[config.mk]
export PLATFORM = sky130hd
export DESIGN_NAME = host_ring_tracker_flat
export DESIGN_NICKNAME = d
export VERILOG_FILES = /design/src/rtl/f2c_pkg.sv /design/src/rtl/ring_if.sv /design/src/rtl/host_ring_tracker.sv /design/src/flat_wrapper.sv
export SDC_FILE = /design/constraint.sdc
export NUM_CORES = 1
export LEC_CHECK = 0
export ABC_AREA = 1
export ABC_CLOCK_PERIOD_IN_PS = 2690
export BUFFER_PORTS_ARGS = -buffer_cell sky130_fd_sc_hd__buf_2
export CAP_MARGIN = 5
export CORE_ASPECT_RATIO = 1.25
export CORE_MARGIN = 8
export CORE_UTILIZATION = 39
export CTS_BUF_LIST = sky130_fd_sc_hd__clkbuf_16
export CTS_CLUSTER_SIZE = 12
export DETAILED_ROUTE_END_ITERATION = 10
export GPL_TIMING_DRIVEN = 0
export PLACE_DENSITY = 0.68
export SLEW_MARGIN = 20
export SYNTH_ARGS = -nofsm -noshare
export SYNTH_HDL_FRONTEND = slang
export SYNTH_SLANG_ARGS = --single-unit
[constraint.sdc]
create_clock -name clk -period 2.69 [get_ports clk]
set_clock_uncertainty 0.1 [all_clocks]
set_input_delay 0.6725 -clock clk [delete_from_list [all_inputs] [get_ports clk]]
set_output_delay 0.6725 -clock clk [all_outputs]
set_load 0.005 [all_outputs]
[src/rtl/f2c_pkg.sv]
package f2c_pkg;

    // flit and host slot geometry
    localparam int FLIT_BITS = 512;
    localparam int FLIT_BYTES = 64;

    // burst limits on the host bus
    localparam int MAX_BURST = 8;
    localparam int BURST_WIDTH = 4;

    // host ring sizes, fixed at build time
    localparam int PKT_RING_SLOTS = 64;
    localparam int DSC_RING_SLOTS = 16;
    localparam int RING_AWIDTH = 6;

    localparam int QUEUE_ID_WIDTH = 8;
    localparam int MAX_PKT_FLITS = 16;
    localparam int SIZE_WIDTH = 5;

    // must hold a whole packet so the descriptor only appears after all its flits
    localparam int FIFO_DEPTH = 32;

    typedef struct packed {
        logic [FLIT_BITS-1:0] data;
        logic                 sop;
        logic                 eop;
    } flit_t;

    // internal descriptor, size counted in flits
    typedef struct packed {
        logic [QUEUE_ID_WIDTH-1:0] queue_id;
        logic [SIZE_WIDTH-1:0]     size;
    } pkt_dsc_t;

    // one host descriptor slot, signal bit in bit 0
    typedef struct packed {
        logic [FLIT_BITS-QUEUE_ID_WIDTH-34:0] pad;
        logic [QUEUE_ID_WIDTH-1:0]            queue_id;
        logic [31:0]                          tail;
        logic                                 signal;
    } host_dsc_t;

endpackage

[src/rtl/ring_if.sv]
`timescale 1ns/1ps

interface ring_if;
    import f2c_pkg::*;

    // ring state owned by the tracker
    logic [RING_AWIDTH-1:0] pkt_tail;
    logic [RING_AWIDTH-1:0] dsc_tail;
    logic [RING_AWIDTH-1:0] pkt_free;
    logic [RING_AWIDTH-1:0] dsc_free;

    // one slot per pulse, driven by the writer
    logic                   pkt_advance;
    logic                   dsc_advance;

    modport tracker (
        output pkt_tail, dsc_tail, pkt_free, dsc_free,
        input  pkt_advance, dsc_advance
    );

    modport writer (
        input  pkt_tail, dsc_tail, pkt_free, dsc_free,
        output pkt_advance, dsc_advance
    );

endinterface

[src/rtl/host_ring_tracker.sv]
`timescale 1ns/1ps

module host_ring_tracker (
    input  logic                            clk,
    input  logic                            rst,
    input  logic [f2c_pkg::RING_AWIDTH-1:0] pkt_ring_head,
    input  logic [f2c_pkg::RING_AWIDTH-1:0] dsc_ring_head,
    ring_if.tracker                         ring,
    output logic [f2c_pkg::RING_AWIDTH-1:0] pkt_ring_tail,
    output logic [f2c_pkg::RING_AWIDTH-1:0] dsc_ring_tail,
    output logic                            tail_valid
);
    import f2c_pkg::*;

    function automatic logic [RING_AWIDTH-1:0] next_ptr(
        logic [RING_AWIDTH-1:0] ptr,
        int                     slots
    );
        if (ptr == RING_AWIDTH'(slots - 1)) begin
            return '0;
        end
        return ptr + 1'b1;
    endfunction

    // free slots, keeping one empty so full and empty differ
    function automatic logic [RING_AWIDTH-1:0] free_slots(
        logic [RING_AWIDTH-1:0] tail,
        logic [RING_AWIDTH-1:0] head,
        int                     slots
    );
        logic [RING_AWIDTH-1:0] used;
        if (tail >= head) begin
            used = tail - head;
        end else begin
            used = tail + RING_AWIDTH'(slots) - head;
        end
        return RING_AWIDTH'(slots - 1) - used;
    endfunction

    assign ring.pkt_free = free_slots(ring.pkt_tail, pkt_ring_head, PKT_RING_SLOTS);
    assign ring.dsc_free = free_slots(ring.dsc_tail, dsc_ring_head, DSC_RING_SLOTS);

    always_ff @(posedge clk) begin
        if (rst) begin
            ring.pkt_tail <= '0;
            ring.dsc_tail <= '0;
            tail_valid <= 1'b0;
        end else begin
            if (ring.pkt_advance) begin
                ring.pkt_tail <= next_ptr(ring.pkt_tail, PKT_RING_SLOTS);
            end
            if (ring.dsc_advance) begin
                ring.dsc_tail <= next_ptr(ring.dsc_tail, DSC_RING_SLOTS);
            end
            // tails have already moved when this pulse is seen
            tail_valid <= ring.dsc_advance;
        end
    end

    assign pkt_ring_tail = ring.pkt_tail;
    assign dsc_ring_tail = ring.dsc_tail;

endmodule

[src/flat_wrapper.sv]
// flat-port wrapper written by rule: the top's interface ports become plain ports
module host_ring_tracker_flat import f2c_pkg::*;
  (clk, rst, pkt_ring_head, dsc_ring_head, pkt_ring_tail, dsc_ring_tail, tail_valid, ring_pkt_tail, ring_dsc_tail, ring_pkt_free, ring_dsc_free, ring_pkt_advance, ring_dsc_advance);
  ring_if ring_i ();
  input  logic clk;
  input  logic rst;
  input  logic [f2c_pkg::RING_AWIDTH-1:0] pkt_ring_head;
  input  logic [f2c_pkg::RING_AWIDTH-1:0] dsc_ring_head;
  output logic [f2c_pkg::RING_AWIDTH-1:0] pkt_ring_tail;
  output logic [f2c_pkg::RING_AWIDTH-1:0] dsc_ring_tail;
  output logic tail_valid;
  output wire logic [$bits(ring_i.pkt_tail)-1:0] ring_pkt_tail;
  output wire logic [$bits(ring_i.dsc_tail)-1:0] ring_dsc_tail;
  output wire logic [$bits(ring_i.pkt_free)-1:0] ring_pkt_free;
  output wire logic [$bits(ring_i.dsc_free)-1:0] ring_dsc_free;
  input wire logic [$bits(ring_i.pkt_advance)-1:0] ring_pkt_advance;
  input wire logic [$bits(ring_i.dsc_advance)-1:0] ring_dsc_advance;
  assign ring_pkt_tail = ring_i.pkt_tail;
  assign ring_dsc_tail = ring_i.dsc_tail;
  assign ring_pkt_free = ring_i.pkt_free;
  assign ring_dsc_free = ring_i.dsc_free;
  assign ring_i.pkt_advance = ring_pkt_advance;
  assign ring_i.dsc_advance = ring_dsc_advance;
  host_ring_tracker u_core (.clk(clk), .rst(rst), .pkt_ring_head(pkt_ring_head), .dsc_ring_head(dsc_ring_head), .ring(ring_i), .pkt_ring_tail(pkt_ring_tail), .dsc_ring_tail(dsc_ring_tail), .tail_valid(tail_valid));
endmodule
==> results.md, run 1 <==
* CTS tree: yes
* Critical path class: primary input to primary output
* Worst-Margin Slew at 0.348 ns
* Clock slew at reported path FFs at 0.05 ns
* Via density at 4.61
* Syn Nets at 250
* Most common cell after layout, fill and taps aside: buf_2
* Tightest Hold Check Type: flip-flop to flip-flop
* Seq/Total Area, Yosys at 18.3%
* DP Wirelength at 2880 µm
* Initial Util at 40.9%
* Grt met3 use at 3.10%
* Port Buffers at 52
* Crit-path max FO at 2
* Ports at 53
* M2 GR Usage at 23.2%
* Antenna-violating nets left at 0
* R2R cell count at 8
* Critical R2R Launch: u_core.pkt_ring_tail[1]$_SDFFE_PP0P_
* Die Wd at 70.1 µm
* Rel. slew slack at 76.7%
* Worst hold slack at 0.418 ns
* Worst Hold Path Cells at 2
* Initial DRC Count at 37
* Vias in the first global route at 1475
* Sinks on Clock Net at 13
* Commonest non-fill, non-tap cells in the layout: 49 x buf_2, 43 x nand2_1, 28 x inv_1
* Flop-to-flop setup slack at 1.21 ns
* Placed Area at 1780 µm²
* Root Driver: clkbuf_16
* Post-CTS Hold Fix Bufs at 0
* Peak supply drop at 0.000381 V
* Seq cells post-synth at 13
* WP data arrival at 2.24 ns
* Fillers at 338
* Drt wl/cell at 12.1 µm
* Min setup slack post-route at -0.322 ns
* Core Box Area at 3480 µm²
* Largest net degree at the start of global routing at 9
* Die area at 5860 µm²
* Antenna cells at 0
* Detailed Routing Iterations Pass 1 at 4
* Via count at 1469
* Design Area, Final at 2130 µm²
* Final period util at 112%
* Netlist cell types at 23
* Worst-Skew Late Latency at 0.25 ns
* Synth-to-Final Area Change at 49.5%
* Critical Path End Type: primary output
* Gr ovfl total at 0
* Nets@finish at 320
* Total Routing Usage GR at 12.2%
* Hold Path End: u_core.pkt_ring_tail[0]$_SDFFE_PP0P_
* Status: complete, but fails checks
* YS warnings at 0
* HP Start: u_core.pkt_ring_tail[0]$_SDFFE_PP0P_
* # DRC at 0
* CTS Buf Count at 3
* Final Slew Violations at 0
* PD cells at 365 nW/µm²
* Maxcap violations at 0
* Sequential cell area at 263 µm²
* RD Place Congestion at 0.838
* Multi-input logic area at 1080 µm²
* Die height at 83.6 µm
* Violated checks: setup timing
* Synth area leaders: dfxtp_1 18%, ha_1 16%, nand2_1 13%
* Gate Count Post-Synth at 211
* Period minus WS final at 3.01 ns
* Ratio of cells with drive above 1 in the final layout at 45.0%
* Pleak at 1.15 nW
* Global route hottest layer: met2
* Final Hold Viols at 0
* Clk buf depth at 2
* First-pass GRT wire length at 6200 µm
* Startpoint types: primary input
* Unrepaired setup endpoints after global routing: yes
* H-Tree Depth at 1
* Final setup vio count at 4
* Initial antenna violation count at 0
* Achievable Freq at 332 MHz
* Syn avg cell area at 6.75 µm²
* Mapped Area at 1430 µm²
* Met1 Usage GRT at 12.5%
* Aggregate routed wire length at 3850 µm
* Reg-to-Reg End: u_core.pkt_ring_tail[3]$_SDFFE_PP0P_
* # rows at 24
* Leading area contributor after synthesis: dfxtp_1
* Post-synth top area share at 18.3%
* CP required at 1.92 ns
worst max path at each step:
stage,from,end,slack (ns)
6_report,dsc_ring_head[1],ring_dsc_free[5],-0.32
5_1_grt,dsc_ring_head[4],ring_dsc_free[5],-0.47
4_1_cts,dsc_ring_head[1],ring_dsc_free[5],-0.31
3_5_place_dp,dsc_ring_head[1],ring_dsc_free[5],-0.53
3_3_place_gp,dsc_ring_head[1],ring_dsc_free[5],-0.50
2_1_floorplan,dsc_ring_head[1],ring_dsc_free[5],-0.10
per-layer routing:
layer	vias to the layer above	routed length, µm
met5	-	0
met4	0	67
met3	7	173
met2	38	2080
met1	647	1530
li1	777	-
layout make-up:
class                      count  area share (%)
tap                           39            2.29
inverter                      39            7.81
sequential                    13            12.3
multi-input combinational    147            50.9
clock inverter                 1           0.235
buffer                        12            4.23
timing repair buffer          65            18.7
clock buffer                   3            3.52
where the power goes:
group	internal [mW]	leakage [nW]	total [mW]	switching [mW]
combinational	0.146	0.999	0.283	0.136
sequential	0.200	0.107	0.211	0.0108
clock	0.198	0.0409	0.284	0.0859
total	0.545	1.15	0.778	0.233
registers in the layout, indices dropped and copies added, names as in the netlist:
signal	flops
u_core.dsc_ring_tail	6
u_core.pkt_ring_tail	6
u_core.tail_valid	1
kinds of logic after synthesis:
kind of cell | after synthesis | share of synthesized area, %
AO/OA/AOI/OAI | 16 | 6.15
XOR/XNOR | 13 | 7.99
adder cells (fa/ha/maj) | 23 | 22.8
buffers and inverters | 51 | 16.6
flip-flops | 13 | 18.3
AND/OR/NAND/NOR | 95 | 28.2
worst max-delay path, cell delays in order:
cell and delay (ns):
buf_8 0.09, inv_12 0.03, ha_4 0.25, inv_2 0.04, nor2_4 0.08, inv_2 0.04, fa_2 0.35, inv_1 0.07
nand3_1 0.07, nand2_2 0.08, nor2_1 0.04, nor2_1 0.08, nand2_1 0.07, nand2_1 0.06, nand2_1 0.05, nand2_1 0.06
buf_2 0.10
cells in the mapped netlist:
library cell	n
nand2_4	1
o21ai_2	1
a31oi_1	1
fa_1	5
a21o_1	1
inv_2	1
ha_1	18
xor2_1	9
nand2_1	50
nor3_2	1
buf_4	12
nor2_1	25
a21oi_1	8
nor3_1	3
nand4_1	1
nand3_2	1
inv_1	38
dfxtp_1	13
nand2_2	1
o21ai_0	5
xnor2_1	4
nor2_2	1
nand3_1	11
stage by stage:
stage                     power (mW)  utilization, %  worst slack [ns]  TNS, ns  std cells
final                          0.778            61.2            -0.322   -0.682        319
after detailed placement       0.434            51.0            -0.530    -1.26        302
after global routing           0.827            61.2            -0.471    -1.06        319
after floorplan                0.352               -            -0.104   -0.104        211
after global placement         0.428            51.0            -0.499    -1.17        302
after CTS                      0.751            57.3            -0.314   -0.724        316
timing repair:
item                                   4_1_cts  5_1_grt
setup endpoints to repair                    4        5
endpoints found under the hold margin        0        0
setup buffers                               10        4
pin swaps                                   17       15
resized for setup                           20       33
(Power assumes the default switching activity.)
==> inputs of run 2 (changes only) <==
--- a/config.mk
+++ b/config.mk
@@ -6,17 +6,19 @@
 export NUM_CORES = 1
 export LEC_CHECK = 0
 export ABC_AREA = 1
-export ABC_CLOCK_PERIOD_IN_PS = 2690
+export ABC_CLOCK_PERIOD_IN_PS = 2900
 export BUFFER_PORTS_ARGS = -buffer_cell sky130_fd_sc_hd__buf_2
 export CAP_MARGIN = 5
+export CELL_PAD_IN_SITES_DETAIL_PLACEMENT = 2
+export CELL_PAD_IN_SITES_GLOBAL_PLACEMENT = 2
 export CORE_ASPECT_RATIO = 1.25
 export CORE_MARGIN = 8
-export CORE_UTILIZATION = 39
+export CORE_UTILIZATION = 25
 export CTS_BUF_LIST = sky130_fd_sc_hd__clkbuf_16
 export CTS_CLUSTER_SIZE = 12
 export DETAILED_ROUTE_END_ITERATION = 10
 export GPL_TIMING_DRIVEN = 0
-export PLACE_DENSITY = 0.68
+export PLACE_DENSITY_LB_ADDON = 0.1
 export SLEW_MARGIN = 20
 export SYNTH_ARGS = -nofsm -noshare
 export SYNTH_HDL_FRONTEND = slang
==> constraint.sdc (replaced) <==
create_clock -name clk -period 2.9 [get_ports clk]
set_clock_uncertainty 0.1 [all_clocks]
set_input_delay 0.725 -clock clk [delete_from_list [all_inputs] [get_ports clk]]
set_output_delay 0.725 -clock clk [all_outputs]
set_load 0.005 [all_outputs]
==> results.md, run 2 (synthesis gave the netlist of run 1 again) <==
* Status: complete, but fails checks
* Violated checks: setup timing
* Clk buf depth at 2 (unchanged)
* Reg-to-Reg End: u_core.dsc_ring_tail[3]$_SDFFE_PP0P_
* Min setup slack post-route at -0.275 ns (+0.0475 ns)
* Vias in the first global route at 1720 (+17%)
* Fin util at 37.0% (-24 points)
* Antenna cells at 0 (unchanged)
* Antenna-violating nets left at 0 (unchanged)
* # rows at 30 (+25%)
* Synth-to-Final Area Change at 42.2%
* Final setup vio count at 3 (-1)
* Fillers at 678 (+100%)
* Detailed Routing Iterations Pass 1 at 4 (unchanged)
* Pint at 0.485 mW (-11%)
* # DRC at 0 (unchanged)
* Design Area, Final at 2030 µm² (-4.9%)
* Net Sw Frac at 30.1% (+0.16 points)
* Setup TNS at -0.437 ns (+0.246 ns)
* Core Box Area at 5480 µm² (+57%)
* Die area at 8390 µm² (+43%)
* Ports at 53 (unchanged)
* Crit-path max FO at 3 (+1)
* First-pass GRT wire length at 8130 µm (+31%)
* Critical R2R Launch: u_core.dsc_ring_tail[1]$_SDFFE_PP0P_
* Gr ovfl total at 0 (unchanged)
* PD cells at 342 nW/µm² (-6.2%)
* Worst-Margin Slew at 0.402 ns (+0.0538 ns)
* Achievable Freq at 315 MHz
* Rel. slew slack at 73.2% (-3.6 points)
* Final Hold Viols at 0 (unchanged)
* Initial DRC Count at 23 (-38%)
* Die height at 100 µm (+20%)
* Drt wl/cell at 14.2 µm (+18%)
* Worst-Skew Late Latency at 0.24 ns (about the same)
* Largest net degree at the start of global routing at 9 (unchanged)
* Combinational power share at 34.5% (-1.9 points)
* Placed Area at 1810 µm² (+1.8%)
* Via density at 4.51 (-2.1%)
* Most used cell, CP: nand2_1
* Pre-CTS setup slack at -0.489 ns (+0.0410 ns)
* H-Tree Depth at 1 (unchanged)
* Sinks on Clock Net at 13 (unchanged)
* Clk network pwr share at 37.2% (+0.7 points)
* Startpoint types: primary input
* Unrepaired setup endpoints after global routing: yes
* Largest stage delay, worst path at 0.36 ns (about the same)
* Nets@finish at 313 (-2.2%)
* Commonest non-fill, non-tap cells in the layout: 49 x buf_2, 46 x nand2_1, 32 x inv_1
* DP Wirelength at 3860 µm (+34%)
* NetSw at 0.209 mW (-10%)
* R2R cell count at 6 (-2)
* Worst path slowest cell: fa_2
* Peak supply drop at 0.000262 V (-31%)
* Sequential power share at 28.3% (+1.2 points)
* Hold Path End: u_core.pkt_ring_tail[0]$_SDFFE_PP0P_
* Worst Hold Path Cells at 2 (unchanged)
* RD Place Congestion at 0.680 (-19%)
* Initial Util at 26.0% (-15 points)
* Most common cell after layout, fill and taps aside: buf_2
* Critical path cell sequence: buf_8 > inv_12 > ha_4 > inv_4 > nor2_4 > inv_2 > fa_2 > inv_2 > nand3_1 > nand2_2 > nor2_1 > nor2_1 > nand2_1 > nand2_1 > nand2_1 > nand2_1 > buf_2
* Port Buffers at 52 (unchanged)
* Pleak at 1.10 nW (-3.8%)
* HP Start: u_core.pkt_ring_tail[0]$_SDFFE_PP0P_
* Flop-to-flop setup slack at 1.29 ns (+0.08 ns)
* Initial antenna violation count at 0 (unchanged)
* WP data arrival at 2.35 ns (+0.11 ns)
* Root Driver: clkbuf_16
* CP required at 2.08 ns (+0.16 ns)
* Critical path class: primary input to primary output
* Final period util at 109%
* Final Slew Violations at 0 (unchanged)
* CTS Buf Count at 3 (unchanged)
* Critical Path End Type: primary output
* Via count at 1519 (+3.4%)
* Total Routing Usage GR at 11.4% (-0.80 points)
* Post-CTS Hold Fix Bufs at 0 (unchanged)
* Period minus WS final at 3.17 ns
* Tightest Hold Check Type: flip-flop to flip-flop
* Die Wd at 83.5 µm (+19%)
* CTS tree: yes
* Ratio of cells with drive above 1 in the final layout at 37.7% (-7.3 points)
* Aggregate routed wire length at 4780 µm (+24%)
* Clock slew at reported path FFs at 0.05 ns (about the same)
* Maxcap violations at 0 (unchanged)
[run 2: changes by cell type in the layout (fill, tap and decap cells not counted), sizes merged]
cell / previous run / this run
clkinv: 1 / 0
inv: 39 / 40
buf: 77 / 70
[run 2: stage by stage]
stage / hold slack, ns / instances / power (mW)
6_report: 0.422 / 337 / 0.694
5_1_grt: 0.460 / 337 / 0.742
4_1_cts: 0.433 / 335 / 0.695
3_5_place_dp: 0.426 / 327 / 0.414
3_3_place_gp: 0.412 / 327 / 0.409
2_1_floorplan: 0.395 / 211 / 0.327
[run 2: repair_timing]
item / CTS / global route
cloned: 0 / 0
buffers inserted: 4 / 3
pin swaps: 14 / 8
endpoints found under the setup margin: 4 / 4
gates resized for setup: 21 / 9
[run 2: how the worst max path moves through the flow]
| stage | from | end | slack, ns | cells past startpoint |
|---|---|---|---|---|
| finish | dsc_ring_head[1] | ring_dsc_free[5] | -0.27 | 17 |
| global route | dsc_ring_head[1] | ring_dsc_free[5] | -0.40 | 17 |
| global placement | dsc_ring_head[1] | ring_dsc_free[5] | -0.45 | 17 |
| CTS | dsc_ring_head[2] | ring_dsc_free[5] | -0.29 | 15 |
| floorplan | dsc_ring_head[1] | ring_dsc_free[5] | 0.001 | 15 |
| detailed placement | dsc_ring_head[1] | ring_dsc_free[5] | -0.49 | 17 |
[run 2: layout make-up]
cell class              count  area, µm²  share of cell area, %
well taps                  64       80.1                   3.95
repair buffers             58        332                   16.4
inverters                  39        166                   8.21
clock buffers               3       75.1                   3.70
clock inverters             1       3.75                  0.185
plain buffers              12       90.1                   4.44
flip-flops and latches     13        260                   12.8
multi-input cells         147       1020                   50.3
[run 2: power by group through the flow]
stage | registers, mW | clock network (mW) | logic, mW
floorplan | 0.197 | 0 | 0.129
global placement | 0.200 | 0 | 0.209
detailed placement | 0.200 | 0 | 0.214
CTS | 0.197 | 0.264 | 0.233
global route | 0.198 | 0.272 | 0.272
finish | 0.197 | 0.258 | 0.239
[run 2: worst max-delay path, delay by kind of cell]
kind	cells	cell delay [ns]
fa+ha+maj	2	0.63
buf+inv	6	0.36
simple gates	9	0.62
[run 2: routing by layer]
layer	wire [µm]	track usage [%]	vias up
li1	-	-	758
met4	19	2.40	0
met1	1970	12.4	738
met5	0	0	-
met2	2690	22.8	21
met3	89	1.38	2
==> inputs of run 3 (changes only) <==
--- a/config.mk
+++ b/config.mk
@@ -6,16 +6,15 @@
 export NUM_CORES = 1
 export LEC_CHECK = 0
 export ABC_AREA = 1
-export ABC_CLOCK_PERIOD_IN_PS = 2900
 export BUFFER_PORTS_ARGS = -buffer_cell sky130_fd_sc_hd__buf_2
 export CAP_MARGIN = 5
 export CELL_PAD_IN_SITES_DETAIL_PLACEMENT = 2
 export CELL_PAD_IN_SITES_GLOBAL_PLACEMENT = 2
-export CORE_ASPECT_RATIO = 1.25
+export CORE_ASPECT_RATIO = 0.7
 export CORE_MARGIN = 8
 export CORE_UTILIZATION = 25
 export CTS_BUF_LIST = sky130_fd_sc_hd__clkbuf_16
-export CTS_CLUSTER_SIZE = 12
+export CTS_CLUSTER_SIZE = 25
 export DETAILED_ROUTE_END_ITERATION = 10
 export GPL_TIMING_DRIVEN = 0
 export PLACE_DENSITY_LB_ADDON = 0.1
==> results.md, run 3 (synthesis gave the netlist of run 1 again) <==
* Status: complete, but fails checks
* Violated checks: setup timing
* Initial antenna violation count at 0 (unchanged)
* HP Start: u_core.pkt_ring_tail[0]$_SDFFE_PP0P_
* R2R cell count at 5 (-1)
* Port Buffers at 52 (unchanged)
* Aggregate routed wire length at 4960 µm (+3.7%)
* Antenna cells at 0 (unchanged)
* Met1 Usage GRT at 15.7% (+3.3 points)
* PD cells at 342 nW/µm² (-0.21%)
* Final Hold Viols at 0 (unchanged)
* Global route hottest layer: met2
* Most common cell after layout, fill and taps aside: buf_2
* Ratio of cells with drive above 1 in the final layout at 38.9% (+1.2 points)
* Pint at 0.486 mW (+0.32%)
* Synth-to-Final Area Change at 44.3%
* Sinks on Clock Net at 13 (unchanged)
* Die height at 79.2 µm (-21%)
* WP data arrival at 2.31 ns (-0.04 ns)
* Clock slew at reported path FFs at 0.05 ns (about the same)
* Inst Count DP at 338 (+3.4%)
* NetSw at 0.216 mW (+3.4%)
* Reg-to-Reg End: u_core.dsc_ring_tail[4]$_SDFFE_PP0P_
* Period minus WS final at 3.14 ns (-0.0384 ns)
* Critical Path End: ring_dsc_free[5]
* Final Slew Violations at 0 (unchanged)
* Pleak at 1.10 nW (+0.12%)
* Clk network pwr share at 37.5% (+0.3 points)
* Initial Util at 25.4% (-0.61 points)
* Critical Path Start: dsc_ring_head[2]
* Final setup vio count at 3 (unchanged)
* Antenna-violating nets left at 0 (unchanged)
* RD Place Congestion at 0.758 (+11%)
* # DRC at 0 (unchanged)
* Worst-Skew Late Latency at 0.24 ns (about the same)
* Peak supply drop at 0.000177 V (-33%)
* Critical R2R Launch: u_core.dsc_ring_tail[1]$_SDFFE_PP0P_
* Crit-path max FO at 4 (+1)
* Flop-to-flop setup slack at 1.28 ns (about the same)
* Ports at 53 (unchanged)
* Post-CTS Hold Fix Bufs at 0 (unchanged)
* Startpoint types: primary input
* Initial DRC Count at 15 (-35%)
* Detailed Routing Iterations Pass 1 at 4 (unchanged)
* Via count at 1511 (-0.53%)
* Maxcap violations at 0 (unchanged)
* Gr ovfl total at 0 (unchanged)
* Grt met3 use at 2.43% (+1.0 points)
* Total Routing Usage GR at 11.8% (+0.38 points)
* Commonest non-fill, non-tap cells in the layout: 49 x buf_2, 45 x nand2_1, 32 x inv_1
* Pre-CTS setup slack at -0.472 ns (+0.0166 ns)
* First-pass GRT wire length at 8110 µm (-0.17%)
* H-Tree Depth at 1 (unchanged)
* M2 GR Usage at 19.1% (-3.7 points)
* Sequential power share at 27.9% (-0.4 points)
* Min setup slack post-route at -0.236 ns (+0.0384 ns)
* Clk buf depth at 2 (unchanged)
* Drt wl/cell at 14.2 µm (-0.11%)
* Critical Path End Type: primary output
* Net Sw Frac at 30.8% (+0.65 points)
* Die Wd at 106 µm (+27%)
* Core Box Area at 5610 µm² (+2.4%)
* Largest net degree at the start of global routing at 9 (unchanged)
* Vias in the first global route at 1655 (-3.8%)
* Via density at 4.32 (-4.2%)
* Rel. slew slack at 74.7% (+1.6 points)
* Worst-Margin Slew at 0.379 ns (-0.0236 ns)
* Root Driver: clkbuf_16
* CP required at 2.08 ns (about the same)
* Unrepaired setup endpoints after global routing: yes
* Critical path class: primary input to primary output
* DP Wirelength at 4100 µm (+6.2%)
* Die area at 8410 µm² (+0.28%)
* CTS Buf Count at 3 (unchanged)
* Final period util at 108% (-1.3 points)
* CTS tree: yes
* Tightest Hold Check Type: flip-flop to flip-flop
* Final non-filler cell total at 350 (+3.9%)
* # rows at 23 (-23%)
* Achievable Freq at 319 MHz (+1.2%)
* Combinational power share at 34.6% (about the same)
* Nets@finish at 315 (+0.64%)
[run 3: power groups by stage]
stage / clock (mW) / sequential (mW) / combinational [mW]
floorplan: 0 / 0.197 / 0.129
global placement: 0 / 0.200 / 0.210
detailed placement: 0 / 0.200 / 0.218
CTS: 0.269 / 0.196 / 0.244
global route: 0.278 / 0.198 / 0.281
finish: 0.263 / 0.196 / 0.243
[run 3: layout make-up]
type	count	area, µm²
well taps	75	93.8
flip-flops and latches	13	260
clock inverters	1	3.75
inverters	39	159
repair buffers	60	343
multi-input cells	147	1030
clock buffers	3	75.1
plain buffers	12	90.1
fillers	682	3550
[run 3: stage by stage]
step	power [mW]	hold slack (ns)	utilization, %	instance area [µm²]	TNS (ns)
floorplan	0.327	0.395	-	1470	0
global placement	0.410	0.416	32.5	1820	-0.899
detailed placement	0.418	0.421	32.5	1820	-1.04
CTS	0.709	0.429	36.1	2030	-0.499
global route	0.756	0.459	36.7	2060	-1.03
finish	0.703	0.423	36.7	2060	-0.566
[run 3: worst min path at each step]
stage / endpoint / slack [ns] / cells past startpoint
2_1_floorplan: u_core.pkt_ring_tail[0]$_SDFFE_PP0P_ / 0.40 / 2
3_3_place_gp: u_core.pkt_ring_tail[0]$_SDFFE_PP0P_ / 0.42 / 2
3_5_place_dp: u_core.pkt_ring_tail[0]$_SDFFE_PP0P_ / 0.42 / 2
4_1_cts: u_core.pkt_ring_tail[0]$_SDFFE_PP0P_ / 0.43 / 2
5_1_grt: u_core.pkt_ring_tail[0]$_SDFFE_PP0P_ / 0.46 / 2
6_report: u_core.pkt_ring_tail[0]$_SDFFE_PP0P_ / 0.42 / 2
[run 3: timing repair]
item,4_1_cts,5_1_grt
hold endpoints to repair,0,0
pin swaps,19,0
gates resized for setup,23,7
setup endpoints to repair,4,5
cloned,0,0
buffers inserted,7,1
[run 3: worst max-delay path, cell delays in order]
cell and delay [ns]:
buf_6 0.07, inv_2 0.04, ha_4 0.16, fa_2 0.62
nand2_1 0.07, inv_1 0.07, nand2_2 0.05, nand2_1 0.07
nand2_2 0.06, nand2_2 0.08, nand2_1 0.05, nand2_1 0.05
nand3_1 0.06, nand2_1 0.05, buf_2 0.10
[run 3: layer usage]
layer	routed length [µm]	share of wire [%]	up-vias
met2	2300	46	28
met3	213	4.3	5
met5	0	0	-
met4	40	0.81	0
li1	-	-	770
met1	2410	49	708
